`config.mk`:
```
export PLATFORM = sky130hd
export DESIGN_NAME = mera_exec
export DESIGN_NICKNAME = d
export VERILOG_FILES = /design/src/hw/mera_ctl_pkg.sv /design/src/hw/mera_isa_pkg.sv /design/src/hw/mera_exec.sv /design/src/hw/regfile.sv /design/src/hw/alu_flags.sv /design/src/hw/cpu_ctl.sv /design/src/hw/p_d.sv
export SDC_FILE = /design/constraint.sdc
export NUM_CORES = 1
export LEC_CHECK = 0
export BUFFER_PORTS_ARGS = -buffer_cell sky130_fd_sc_hd__buf_2
export CAP_MARGIN = 30
export CORE_UTILIZATION = 25
export CTS_CLUSTER_DIAMETER = 100
export DETAILED_ROUTE_END_ITERATION = 12
export GPL_ROUTABILITY_DRIVEN = 0
export GPL_TIMING_DRIVEN = 0
export PLACE_DENSITY = 0.39
export SYNTH_ARGS = -nofsm -noshare
export SYNTH_HDL_FRONTEND = slang
export SYNTH_SLANG_ARGS = --single-unit
```
`constraint.sdc`:
```
create_clock -name clk -period 12.3 [get_ports clk]
set_input_delay 1.23 -clock clk [delete_from_list [all_inputs] [get_ports clk]]
set_output_delay 1.23 -clock clk [all_outputs]
set_load 0.02 [all_outputs]
```
`src/hw/mera_ctl_pkg.sv`:
```
// ****************************************
// Control types: sequencer states, ALU ops
// ****************************************
package mera_ctl_pkg;

	// Instruction cycle sequencer
	typedef enum logic [1:0] {
		ST_FETCH,           // Wait for instruction word
		ST_ARG,             // Wait for argument word (C=0)
		ST_EXEC,            // ALU result written at edge
		ST_END              // Cycle end, ekc high
	} ctl_state_t;

	// ALU function select
	typedef enum logic [2:0] {
		ALU_PASS,           // y = b
		ALU_ADD,            // a + b
		ALU_ADC,            // a + b + C
		ALU_SUB,            // a + ~b + 1
		ALU_OR,
		ALU_AND,
		ALU_ANDN,           // a & ~b
		ALU_XOR
	} alu_op_t;

endpackage

```
`src/hw/mera_isa_pkg.sv`:
```
// ****************************************
// Instruction encoding: field widths, opcodes
// R0 flag positions, J group A values
// ****************************************
package mera_isa_pkg;

	localparam int WORD_W = 16;           // Machine word, bit 0 is MSB
	localparam int OPC_W = 6;             // Opcode field ir[0:5]
	localparam int FLD_W = 3;             // A, B, C register fields
	localparam int FLAG_W = 4;            // Z, M, V, C

	// R0 flag bit positions
	localparam int R0_Z = 0;              // Zero
	localparam int R0_M = 1;              // Minus
	localparam int R0_V = 2;              // Overflow
	localparam int R0_C = 3;              // Carry

	// Decoded instruction
	typedef enum logic [3:0] {
		OP_LW, OP_AW, OP_AC, OP_SW, OP_CW,
		OP_OR, OP_NR, OP_ER, OP_XR,
		OP_UJ, OP_JZ, OP_JM, OP_JN,
		OP_ILL
	} opcode_t;

	// Octal opcode field values
	localparam logic [0:OPC_W-1] OPC_LW = 6'o20;
	localparam logic [0:OPC_W-1] OPC_AW = 6'o40;
	localparam logic [0:OPC_W-1] OPC_AC = 6'o41;
	localparam logic [0:OPC_W-1] OPC_SW = 6'o42;
	localparam logic [0:OPC_W-1] OPC_CW = 6'o43;
	localparam logic [0:OPC_W-1] OPC_OR = 6'o44;
	localparam logic [0:OPC_W-1] OPC_NR = 6'o46;
	localparam logic [0:OPC_W-1] OPC_ER = 6'o50;
	localparam logic [0:OPC_W-1] OPC_XR = 6'o52;
	localparam logic [0:OPC_W-1] OPC_J = 6'o74;   // Jump group, A selects

	// A field under group J
	localparam logic [0:FLD_W-1] JA_UJ = 3'd2;
	localparam logic [0:FLD_W-1] JA_JZ = 3'd4;
	localparam logic [0:FLD_W-1] JA_JM = 3'd5;
	localparam logic [0:FLD_W-1] JA_JN = 3'd6;

endpackage
```
`src/hw/mera_exec.sv`:
```
`timescale 1ns/1ps
// ****************************************
// Execution slice top: P-D, sequencer,
// ALU and register file
// ****************************************
module mera_exec import mera_isa_pkg::*, mera_ctl_pkg::*; #(
	parameter logic [0:WORD_W-1] IC_RESET = 16'h0100
) (
	input  logic              clk,
	input  logic              rst_n,
	input  logic [0:WORD_W-1] w,          // Host word
	input  logic              w_stb,      // Single-cycle word strobe
	input  logic [0:FLD_W-1]  panel_sel,
	output logic              ekc,        // Instruction cycle end
	output logic              xi,         // Illegal, valid with ekc
	output logic              nef,        // Ineffective, valid with ekc
	output logic [0:WORD_W-1] ic,
	output logic [0:WORD_W-1] panel_data
);

	opcode_t           op;
	logic [0:FLD_W-1]  a_fld;
	logic [0:FLD_W-1]  c_fld;
	logic              c0;
	logic              ir_load;
	logic              arg_load;
	logic              ic_inc;
	logic              ic_load;
	logic              reg_we;
	logic              r0_we;
	alu_op_t           alu_op;
	logic [0:WORD_W-1] opa;
	logic [0:WORD_W-1] arg;
	logic [0:WORD_W-1] r0;
	logic [0:WORD_W-1] y;
	logic [0:FLAG_W-1] flags;

	p_d u_pd (
		.clk(clk), .rst_n(rst_n), .w(w), .ir_load(ir_load), .r0(r0),
		.op(op), .a_fld(a_fld), .c_fld(c_fld), .c0(c0), .xi(xi), .nef(nef)
	);

	cpu_ctl u_ctl (
		.clk(clk), .rst_n(rst_n), .w_stb(w_stb), .op(op), .c0(c0), .xi(xi), .nef(nef),
		.ir_load(ir_load), .arg_load(arg_load), .ic_inc(ic_inc), .ic_load(ic_load),
		.reg_we(reg_we), .r0_we(r0_we), .alu_op(alu_op), .ekc(ekc)
	);

	alu_flags u_alu (
		.a(opa), .b(arg), .cin(r0[R0_C]), .vin(r0[R0_V]), .alu_op(alu_op),
		.y(y), .flags(flags)
	);

	regfile #(.IC_RESET(IC_RESET)) u_rf (
		.clk(clk), .rst_n(rst_n), .w(w), .arg_load(arg_load), .ic_inc(ic_inc),
		.ic_load(ic_load), .reg_we(reg_we), .r0_we(r0_we), .a_fld(a_fld),
		.c_fld(c_fld), .c0(c0), .y(y), .flags(flags), .panel_sel(panel_sel),
		.opa(opa), .arg(arg), .r0(r0), .ic(ic), .panel_data(panel_data)
	);

endmodule

```
`src/hw/regfile.sv`:
```
`timescale 1ns/1ps
// ****************************************
// R0..R7, argument register, IC
// ****************************************
module regfile import mera_isa_pkg::*; #(
	parameter logic [0:WORD_W-1] IC_RESET = 16'h0100
) (
	input  logic              clk,
	input  logic              rst_n,
	input  logic [0:WORD_W-1] w,
	input  logic              arg_load,
	input  logic              ic_inc,
	input  logic              ic_load,
	input  logic              reg_we,
	input  logic              r0_we,
	input  logic [0:FLD_W-1]  a_fld,
	input  logic [0:FLD_W-1]  c_fld,
	input  logic              c0,
	input  logic [0:WORD_W-1] y,
	input  logic [0:FLAG_W-1] flags,
	input  logic [0:FLD_W-1]  panel_sel,
	output logic [0:WORD_W-1] opa,      // R[A]
	output logic [0:WORD_W-1] arg,      // Next word or R[C]
	output logic [0:WORD_W-1] r0,
	output logic [0:WORD_W-1] ic,
	output logic [0:WORD_W-1] panel_data
);

	logic [0:WORD_W-1] r [0:7];
	logic [0:WORD_W-1] arg_q;           // Stored argument word
	logic              r0_by_reg;       // Result write hits R0

	assign r0_by_reg = reg_we && (a_fld == '0);

	always_ff @(posedge clk or negedge rst_n) begin
		if (!rst_n) begin
			for (int i = 0; i < 8; i++) begin
				r[i] <= '0;
			end
		end else begin
			if (reg_we) begin
				r[a_fld] <= y;
			end
			if (r0_we && !r0_by_reg) begin
				r[0] <= {flags, {(WORD_W - FLAG_W){1'b0}}};   // Upper flags cleared
			end
		end
	end

	always_ff @(posedge clk or negedge rst_n) begin
		if (!rst_n) begin
			ic <= IC_RESET;
		end else if (ic_load) begin
			ic <= arg;                          // Jump target
		end else if (ic_inc) begin
			ic <= ic + 1'b1;
		end
	end

	always_ff @(posedge clk) begin
		if (arg_load) begin
			arg_q <= w;
		end
	end

	assign arg = c0 ? arg_q : r[c_fld];
	assign opa = r[a_fld];
	assign r0 = r[0];
	assign panel_data = r[panel_sel];     // Front panel view

endmodule

```
`src/hw/alu_flags.sv`:
```
`timescale 1ns/1ps
// ****************************************
// 16-bit ALU with Z, M, V, C flags
// ****************************************
module alu_flags import mera_isa_pkg::*, mera_ctl_pkg::*; (
	input  logic [0:WORD_W-1] a,        // R[A]
	input  logic [0:WORD_W-1] b,        // Argument
	input  logic              cin,      // Old C
	input  logic              vin,      // Old V
	input  alu_op_t           alu_op,
	output logic [0:WORD_W-1] y,
	output logic [0:FLAG_W-1] flags     // Laid out as R0 bits 0..3
);

	logic [0:WORD_W-1] bx;              // Adder B input
	logic              ci;              // Adder carry-in
	logic [0:WORD_W]   sum;             // Bit 0 is carry-out
	logic              arith;           // Adder result selected
	logic              v;
	logic              c;

	// Adder input setup
	always_comb begin
		bx = b;
		ci = 1'b0;
		arith = 1'b0;
		case (alu_op)
			ALU_ADD: arith = 1'b1;
			ALU_ADC: begin
				arith = 1'b1;
				ci = cin;                         // Chain previous carry
			end
			ALU_SUB: begin
				arith = 1'b1;
				bx = ~b;                          // a + ~b + 1
				ci = 1'b1;
			end
			default: arith = 1'b0;
		endcase
	end

	assign sum = {1'b0, a} + {1'b0, bx} + {{WORD_W{1'b0}}, ci};

	always_comb begin
		case (alu_op)
			ALU_PASS: y = b;
			ALU_ADD, ALU_ADC, ALU_SUB: y = sum[1:WORD_W];
			ALU_OR:   y = a | b;
			ALU_AND:  y = a & b;
			ALU_ANDN: y = a & ~b;               // Erase
			ALU_XOR:  y = a ^ b;
			default:  y = b;
		endcase
	end

	// Signed overflow, operands agree but result sign differs
	assign v = arith ? ((a[0] == bx[0]) && (y[0] != a[0])) : vin;
	assign c = arith ? sum[0] : cin;        // Logic ops keep C

	assign flags[R0_Z] = (y == '0);
	assign flags[R0_M] = y[0];              // Sign bit
	assign flags[R0_V] = v;
	assign flags[R0_C] = c;

endmodule

```
`src/hw/cpu_ctl.sv`:
```
`timescale 1ns/1ps
// ****************************************
// Instruction cycle sequencer
// ALU op mapping, write enables, cycle end
// ****************************************
module cpu_ctl import mera_isa_pkg::*, mera_ctl_pkg::*; (
	input  logic    clk,
	input  logic    rst_n,
	input  logic    w_stb,      // Host word strobe
	input  opcode_t op,
	input  logic    c0,
	input  logic    xi,
	input  logic    nef,
	output logic    ir_load,    // W->IR
	output logic    arg_load,   // W->argument register
	output logic    ic_inc,     // IC+1 per accepted word
	output logic    ic_load,    // Effective jump
	output logic    reg_we,     // Result to R[A]
	output logic    r0_we,      // Flags to R0
	output alu_op_t alu_op,
	output logic    ekc         // Cycle end
);

	ctl_state_t state;
	ctl_state_t state_nxt;
	logic       exec;           // Legal instruction in ST_EXEC
	logic       op_wr_reg;      // Opcode writes R[A]
	logic       op_wr_flag;     // Opcode writes R0 flags
	logic       op_jmp;         // Jump group

	always_ff @(posedge clk or negedge rst_n) begin
		if (!rst_n) begin
			state <= ST_FETCH;
		end else begin
			state <= state_nxt;
		end
	end

	always_comb begin
		state_nxt = state;
		case (state)
			ST_FETCH: if (w_stb) state_nxt = c0 ? ST_ARG : ST_EXEC;
			ST_ARG:   if (w_stb) state_nxt = ST_EXEC;   // No time limit
			ST_EXEC:  state_nxt = ST_END;
			ST_END:   state_nxt = ST_FETCH;
			default:  state_nxt = ST_FETCH;
		endcase
	end

	// Opcode to ALU function and destinations
	always_comb begin
		alu_op = ALU_PASS;
		op_wr_reg = 1'b1;
		op_wr_flag = 1'b1;
		op_jmp = 1'b0;
		case (op)
			OP_LW: op_wr_flag = 1'b0;               // Flags untouched
			OP_AW: alu_op = ALU_ADD;
			OP_AC: alu_op = ALU_ADC;
			OP_SW: alu_op = ALU_SUB;
			OP_CW: begin
				alu_op = ALU_SUB;                     // Compare, flags only
				op_wr_reg = 1'b0;
			end
			OP_OR: alu_op = ALU_OR;
			OP_NR: alu_op = ALU_AND;
			OP_ER: alu_op = ALU_ANDN;
			OP_XR: alu_op = ALU_XOR;
			OP_UJ, OP_JZ, OP_JM, OP_JN: begin
				op_wr_reg = 1'b0;
				op_wr_flag = 1'b0;
				op_jmp = 1'b1;
			end
			default: begin
				op_wr_reg = 1'b0;
				op_wr_flag = 1'b0;
			end
		endcase
	end

	assign exec = (state == ST_EXEC) && !xi;    // Illegal writes nothing
	assign reg_we = exec && op_wr_reg;
	assign r0_we = exec && op_wr_flag;
	assign ic_load = exec && op_jmp && !nef;
	assign ir_load = (state == ST_FETCH) && w_stb;
	assign arg_load = (state == ST_ARG) && w_stb;
	assign ic_inc = ir_load || arg_load;
	assign ekc = (state == ST_END);

	// Host must hold off while an instruction executes
	a_no_stb_busy: assert property (@(posedge clk) disable iff (!rst_n)
		(state inside {ST_EXEC, ST_END}) |-> !w_stb)
		else $error("cpu_ctl: word strobe during execution");

endmodule

```
`src/hw/p_d.sv`:
```
`timescale 1ns/1ps
// ****************************************
// P-D unit: IR, opcode and field decode
// Illegal and ineffective instruction flags
// ****************************************
module p_d import mera_isa_pkg::*; (
	input  logic              clk,
	input  logic              rst_n,
	input  logic [0:WORD_W-1] w,        // Word bus from host
	input  logic              ir_load,  // W->IR
	input  logic [0:WORD_W-1] r0,       // Flags for jump conditions
	output opcode_t           op,       // Decoded instruction
	output logic [0:FLD_W-1]  a_fld,    // Register A
	output logic [0:FLD_W-1]  c_fld,    // Register C
	output logic              c0,       // C=0, argument in next word
	output logic              xi,       // Illegal
	output logic              nef       // Ineffective
);

	logic [0:WORD_W-1] ir;              // Instruction register
	logic              ir_vld;          // IR holds a fetched word
	logic [0:OPC_W-1]  opc;             // Raw opcode field
	logic              jmp_fail;        // Jump condition not met

	always_ff @(posedge clk) begin
		if (ir_load) begin
			ir <= w;                        // Instruction word from host
		end
	end

	always_ff @(posedge clk or negedge rst_n) begin
		if (!rst_n) begin
			ir_vld <= 1'b0;
		end else if (ir_load) begin
			ir_vld <= 1'b1;
		end
	end

	assign opc = ir[0:OPC_W-1];         // ir[0:5]
	assign a_fld = ir[7:9];
	assign c_fld = ir[13:15];

	// During the load cycle the sequencer needs C of the incoming word
	assign c0 = ir_load ? (w[13:15] == '0) : (c_fld == '0);

	// Opcode decoder tree, group J split further on A
	always_comb begin
		op = OP_ILL;
		case (opc)
			OPC_LW: op = OP_LW;
			OPC_AW: op = OP_AW;
			OPC_AC: op = OP_AC;
			OPC_SW: op = OP_SW;
			OPC_CW: op = OP_CW;
			OPC_OR: op = OP_OR;
			OPC_NR: op = OP_NR;
			OPC_ER: op = OP_ER;
			OPC_XR: op = OP_XR;
			OPC_J: begin
				case (a_fld)
					JA_UJ:   op = OP_UJ;
					JA_JZ:   op = OP_JZ;        // Jump if Z
					JA_JM:   op = OP_JM;        // Jump if M
					JA_JN:   op = OP_JN;        // Jump if not Z
					default: op = OP_ILL;       // Other J variants dropped
				endcase
			end
			default: op = OP_ILL;
		endcase
	end

	// Conditional jumps with failed condition
	assign jmp_fail = ((op == OP_JZ) && !r0[R0_Z]) ||
		((op == OP_JM) && !r0[R0_M]) ||
		((op == OP_JN) && r0[R0_Z]);

	assign xi = ir_vld && (op == OP_ILL);  // Low until first fetch
	assign nef = ir_vld && jmp_fail;       // Illegal never ineffective

	// Opcode and A field must be defined once IR has been written
	a_op_known: assert property (@(posedge clk) disable iff (!rst_n)
		ir_load |=> !$isunknown({opc, a_fld}))
		else $error("p_d: opcode unknown after IR load");

endmodule

```
Yosys cells after proc, flatten, opt, wreduce, memory -nomap -nowiden. Cells that the tools add are included.

Register bits: 179. Output and inout port bits: 35. Bits of input ports: 22. Word-level logic and storage cells: 145.

Reduce and logical (&&, ||, !) cells: 40. Bitwise logic cells: 8. Muxes and demuxes: 34. $add $sub $neg: 3. Eq/ne operators: 42. $lt $le $gt $ge: 4.

Operators by type and width (number): 16-bit 2-to-1 mux (12); 16-bit binary-select mux with 3-bit select (3); 128-bit bitwise mux (1); 128-bit 2-to-1 mux (1); 16-bit case mux with 6 select lines (1); 6-bit equality test (second input constant) (9); 16-bit demux with 3-bit select (1); 4-bit case mux with 10 select lines (1); 16-bit bitwise AND (2); 4-bit equality test (second input constant) (6); 3-bit equality test (second input constant) (7); 3-bit case mux with 7 select lines (1); 16-bit by 16-bit adder with 17-bit output (1); 17-bit by 1-bit adder with 17-bit output (1); 16-bit by 1-bit adder with 16-bit output (second input constant) (1); 4-bit by 3-bit equality test with 1-bit output (second input constant) (4); 1-bit logical AND (16); 16-bit logical NOT (1); 16-bit inverter (1); 16-bit OR (1); 8-bit OR reduction (2); 16-bit bitwise XOR (1); 4-bit greater-or-equal comparator (second input constant) (3); 3-bit logical NOT (4); 26 further kinds (50).

Depth between registers and ports, before layout.
Depth after elaboration: 15. Depth in mapped cells: 24. Mapped depth without buffers: 20.

Hierarchy. A second synthesis with hierarchy kept.

Cell total of the unflattened synthesis: 1260. Area total of the unflattened synthesis: 13166.4 sq um.

Modules (own cells, without submodules): regfile (sequential area each 4085.2 sq um, area an instance 9716.8 sq um, instances 1, cells each 798); alu_flags (sequential area each 0.0 sq um, area an instance 2342.2 sq um, instances 1, cells each 353); p_d (sequential area each 385.4 sq um, area an instance 803.3 sq um, instances 1, cells each 71); cpu_ctl (sequential area each 50.0 sq um, area an instance 304.0 sq um, instances 1, cells each 38).

Worst setup path before layout. Ideal clock, no wire load.

Path type: input port to flip-flop. From: in w_stb. To: reg u_rf.r, in the netlist u_rf.r0[0]. Arrival time: 5276 ps. Stages on the path: 18. Slack: 6932 ps. Buffers on the path: 1. Data required time: 12208 ps. Library setup time: 92 ps. Cells stage by stage: nand2_1 mux2i_1 buf_2 mux2i_1 inv_1 xnor2_1 fa_1 inv_1 fa_1 nor2b_1 o21ai_0 or3b_2 a31oi_1 o211ai_1 or3_1 nor4_2 nand4_1 o31ai_2.

Word-level cells in the longest chain between the ends: 11. Elaborated cells between the ends (all ways): 16. Those cells by class: add/sub: 2; mux: 7; bitwise: 5; reduce/logical: 2.

RTL lines: from (decl) (RTL line mera_exec.sv:12) `input logic w_stb,`; 1-bit logical AND * (RTL line cpu_ctl.sv:85) `assign ir_load = (state == ST_FETCH) && w_stb;`; 1-bit 2-to-1 mux * (RTL line p_d.sv:44) `assign c0 = ir_load ? (w[13:15] == '0) : (c_fld == '0);`; 16-bit 2-to-1 mux * (RTL line regfile.sv:66) `assign arg = c0 ? arg_q : r[c_fld];`; 16-bit inverter (RTL line alu_flags.sv:35, alu_flags.sv:50); 16-bit 2-to-1 mux (RTL line alu_flags.sv:27) `case (alu_op)`; 16-bit by 16-bit adder with 17-bit output (RTL line alu_flags.sv:42) `assign sum = {1'b0, a} + {1'b0, bx} + {{WORD_W{1'b0}}, ci};`; 17-bit by 1-bit adder with 17-bit output (RTL line alu_flags.sv:42); 16-bit case mux with 6 select lines * (RTL line alu_flags.sv:45) `case (alu_op)`; 128-bit bitwise mux (RTL line regfile.sv:42) `r[a_fld] <= y;`; 128-bit 2-to-1 mux (RTL line regfile.sv:41) `if (reg_we) begin`; 16-bit 2-to-1 mux * (RTL line regfile.sv:44) `if (r0_we && !r0_by_reg) begin`; to (signal, indexed assignment) (RTL line regfile.sv:42); to (decl) (RTL line regfile.sv:29) `logic [0:WORD_W-1] r [0:7];`.

Every way passes the cells marked *; elsewhere a longest branch is shown, timed or not. The select of a mux whose other input is x is not followed. A chain may end at the register's enable or synchronous reset.

Final worst setup path.
From: reg u_pd.ir[7] (netlist bit). To: reg u_rf.r, in the netlist u_rf.r0[0].

Word-level cells in the longest chain between the ends: 14. Elaborated cells between the ends (all ways): 63. Those cells by class: add/sub: 2; order compare: 2; eq/ne: 20; mux: 16; bitwise: 5; reduce/logical: 18.

RTL lines: from (decl) (RTL line p_d.sv:20) `logic [0:WORD_W-1] ir;`; from (signal assigned) (RTL line p_d.sv:27) `ir <= w;`; 3-bit equality test or 3-bit by 2-bit equality test with 1-bit output (tied branches) (RTL line p_d.sv:60) `case (a_fld)`; 3-bit case mux with 4 select lines (RTL line p_d.sv:60); 4-bit case mux with 10 select lines (RTL line p_d.sv:49) `case (opc)`; 4-bit by 2-bit equality test with 1-bit output or 4-bit by 3-bit equality test with 1-bit output (tied branches) (RTL line cpu_ctl.sv:56) `case (op)`; 2-bit OR reduction (no source line); 3-bit case mux with 7 select lines (RTL line cpu_ctl.sv:56); 3-bit by 2-bit equality test with 1-bit output (RTL line alu_flags.sv:27, alu_flags.sv:45); 16-bit 2-to-1 mux (RTL line alu_flags.sv:27); 16-bit by 16-bit adder with 17-bit output (RTL line alu_flags.sv:42); 17-bit by 1-bit adder with 17-bit output (RTL line alu_flags.sv:42); 16-bit case mux with 6 select lines (RTL line alu_flags.sv:45); 128-bit bitwise mux (RTL line regfile.sv:42); 128-bit 2-to-1 mux (RTL line regfile.sv:41); 16-bit 2-to-1 mux (RTL line regfile.sv:44).

Several ways; a longest one is shown, not always the timed one. The select of a mux whose other input is x is not followed.

==> run metrics <==
run status=complete, no violations; Hold EP=u_pd.ir_vld; setup violators final=0; post-DR wirelength/cell=25.65 um; Placeable Area=48050 um^2; Hold Path Class=flop to flop; Fin. Hold Viols=0; initial antenna violation count=0; Mapped Area=12240 um^2; All-Layer GR Usage=0.1933; Die Wd=223.2 um; Worst Reg-to-Reg Cells=22; final core occ=0.2936; fin crit period=6344 ps; initial DRC count=890; I/O pin count=57; Die Ht=223.2 um; vias per cell=5.344; Slew HR=0.3178; reg2reg setup slack=5960 ps; Pre-antenna DRT Iters=5; Syn. warnings=0; setup TNS=0 ps; post-synthesis sequential area ratio=0.3695; PwrDens=247.2 nW/um^2; Slew @ Worst Pin=1023 ps; Max Root-Sink Buffers=2; first-pass GRT wire length=69360 um; Starting Density=0.2547; vias in the first global route=9830; arrival time at the worst endpoint=6720 ps; vias=9748; Setup CP Type=flop to flop; RR Startpoint=u_pd.ir[7]; # nets final=1257; dpl cell area=13510 um^2; Inserted Clock Buffers=17; Critical Path RT=12680 ps; CTS sink count=175; I/O Buffers=53; synth-to-layout area growth=15.29%; Crit. End Element=flop; worst skew pair latency=470 ps; largest net degree at the start of global routing=104; Main synth FF type=dfrtp_1; Rows=80; # hold bufs at CTS=0; total gr overflow=0; max_cap viols=0; die area=49830 um^2; fillcell total=5006; synthesized flop and latch total=175; Detailed Route WL=46780 um; Setup Slack @ Placement=5551 ps; Inst Count DP=1790; post-route ant nets=0; # DRC=0; final count of pins violating max slew=0; FFs w/ async S/R, synth=0.8400; Post-Route Skew=13.13 ps; Avg Inst Size Synth=11.06 um^2; unrepaired setup endpoints after global routing=false; VDD IR max=0.1220 mV; startpoint types=flop; final non-filler cell area=14110 um^2; diodes inserted=0; Cells after Synth=1106; fin worst setup slack=5956 ps; layout cell share with drive strength beyond 1=0.2688; clock transition at the registers of the reported paths=70 ps; Mapped Nets=1167; Post-synth EDFFs=28; Post CTS Setup Buffer Count=0; Yosys cell types=79; fmax=157.6 MHz; CTS tree=built; Hold Crit Depth=1; # resized after CTS=0; H-tree lvl count=4; Hold Crit Start=u_pd.ir_vld; Crit Reg-Reg Endpoint=u_rf.r0[0]; clock root cell=clkbuf_16; worst-path fanout max=10; fin crit share=0.5158; Pleak=5.107 nW; Post-DP HPWL=35600 um; Cell Count, Final, Fillers Out=1824
==> layer usage <==
metal / share of wire / track usage / up-vias
li1: - / - / 4377
met1: 0.46 / 0.2611 / 5029
met2: 0.47 / 0.3106 / 292
met3: 0.049 / 0.03991 / 50
met4: 0.022 / 0.05673 / 0
met5: 0 / 0 / -
==> critical path, cell delays in order (launching register included) <==
cell,delay (ps)
edfxtp_1,610
buf_2,390
nor2_1,200
a2111oi_0,600
a21o_1,290
inv_1,90
nand3_1,80
a21oi_1,90
buf_2,280
inv_1,90
o41ai_1,150
fa_1,460
inv_1,90
fa_1,220
nor2b_1,70
o21ai_0,130
or3b_2,450
a31oi_1,250
o211ai_1,450
or3_1,540
nor4_2,320
nand4_1,150
o31ai_2,230
==> synth_stat cells (12+ instances only) <==
| library cell | n | area share |
|---|---|---|
| dfrtp_1 | 146 | 0.30 |
| nand2_1 | 109 | 0.033 |
| mux2_2 | 105 | 0.097 |
| mux4_2 | 74 | 0.14 |
| o21ai_0 | 61 | 0.025 |
| mux2i_1 | 51 | 0.042 |
| nor2_1 | 39 | 0.012 |
| clkbuf_1 | 38 | 0.012 |
| ha_1 | 37 | 0.038 |
| inv_1 | 32 | 0.0098 |
| xnor2_1 | 31 | 0.022 |
| a21oi_1 | 29 | 0.012 |
| edfxtp_1 | 28 | 0.069 |
| nand3_1 | 26 | 0.011 |
| buf_2 | 19 | 0.0078 |
| nor2b_1 | 17 | 0.0087 |
| nor3_1 | 16 | 0.0065 |
| mux2_1 | 14 | 0.013 |
| nand2b_1 | 14 | 0.0072 |
| xor2_1 | 14 | 0.010 |
| buf_1 | 13 | 0.0040 |
| o221ai_1 | 12 | 0.0086 |
==> metrics by stage <==
stage | hold WS (ps) | power [W]
final | 491.2 | 0.003487
after global routing | 522.6 | 0.003741
after CTS | 489.3 | 0.003493
after detailed placement | 469.6 | 0.002917
after global placement | 460.5 | 0.002882
after floorplan | 434.6 | 0.002287
==> power breakdown <==
part	leakage (nW)	internal (W)	switching, W
clock	0.286	0.000287	0.000274
combinational	3.07	0.000804	0.00107
sequential	1.75	0.000812	0.000241
total	5.11	0.00190	0.00158
==> how the worst max path moves through the flow <==
stage               startpoint         end  depth (start not counted)
floorplan                w_stb  u_rf.r0[0]                         18
global placement         w_stb  u_rf.r0[0]                         18
global route             w_stb  u_rf.r0[1]                         20
detailed placement       w_stb  u_rf.r0[1]                         20
CTS                      w_stb  u_rf.r0[1]                         20
finish              u_pd.ir[7]  u_rf.r0[0]                         22
==> registers in the layout, indices dropped and copies added, names as in the netlist <==
name,count
u_rf.ic,16
u_ctl.state,2
u_rf.r,112
u_rf.r0,16
u_pd.ir_vld,1
u_rf.arg_q,16
u_pd.ir,12
==> final cells by class <==
| class | count | area (um^2) | area share |
|---|---|---|---|
| Buffer | 71 | 294.0 | 0.02084 |
| Clock buffer | 18 | 429.2 | 0.03042 |
| Clock inverter | 14 | 150.1 | 0.01064 |
| Inverter | 35 | 131.4 | 0.009313 |
| Multi-Input combinational cell | 825 | 7300 | 0.5175 |
| Sequential cell | 175 | 4521 | 0.3205 |
| Tap cell | 615 | 769.5 | 0.05455 |
| Timing Repair Buffer | 71 | 511.7 | 0.03628 |
==> layout by cell type (no fill, tap or decap), drive strengths merged, types with 4 or more instances in the layout <==
| cell | count |
|---|---|
| o22ai | 8 |
| nand2 | 109 |
| mux2i | 52 |
| a2bb2oi | 5 |
| clkbuf | 57 |
| a21oi | 29 |
| or2 | 9 |
| dfrtp | 146 |
| and2 | 6 |
| a21o | 8 |
| o21a | 6 |
| a22oi | 7 |
| nand2b | 14 |
| a211o | 8 |
| mux4 | 74 |
| buf | 103 |
| o211ai | 8 |
| nor3 | 17 |
| mux2 | 119 |
| xor2 | 14 |
| nor4b | 4 |
| o21ai | 68 |
| nor2 | 39 |
| a31oi | 4 |
| a221oi | 5 |
| o31ai | 5 |
| clkinv | 5 |
| a211oi | 10 |
| ha | 37 |
| inv | 42 |
| nor2b | 17 |
| xnor2 | 31 |
| nand4 | 10 |
| o221ai | 12 |
| or3 | 9 |
| nand3 | 26 |
| edfxtp | 28 |
==> cells by family after synthesis <==
kind of cell    share of synthesized area
mux                                0.2886
xor+xnor                          0.03221
fa+ha+maj                         0.04193
simple gates                       0.1131
compound gates                     0.1200
flops                              0.3695
buf+inv                           0.03477
(Power assumes the default switching activity.)
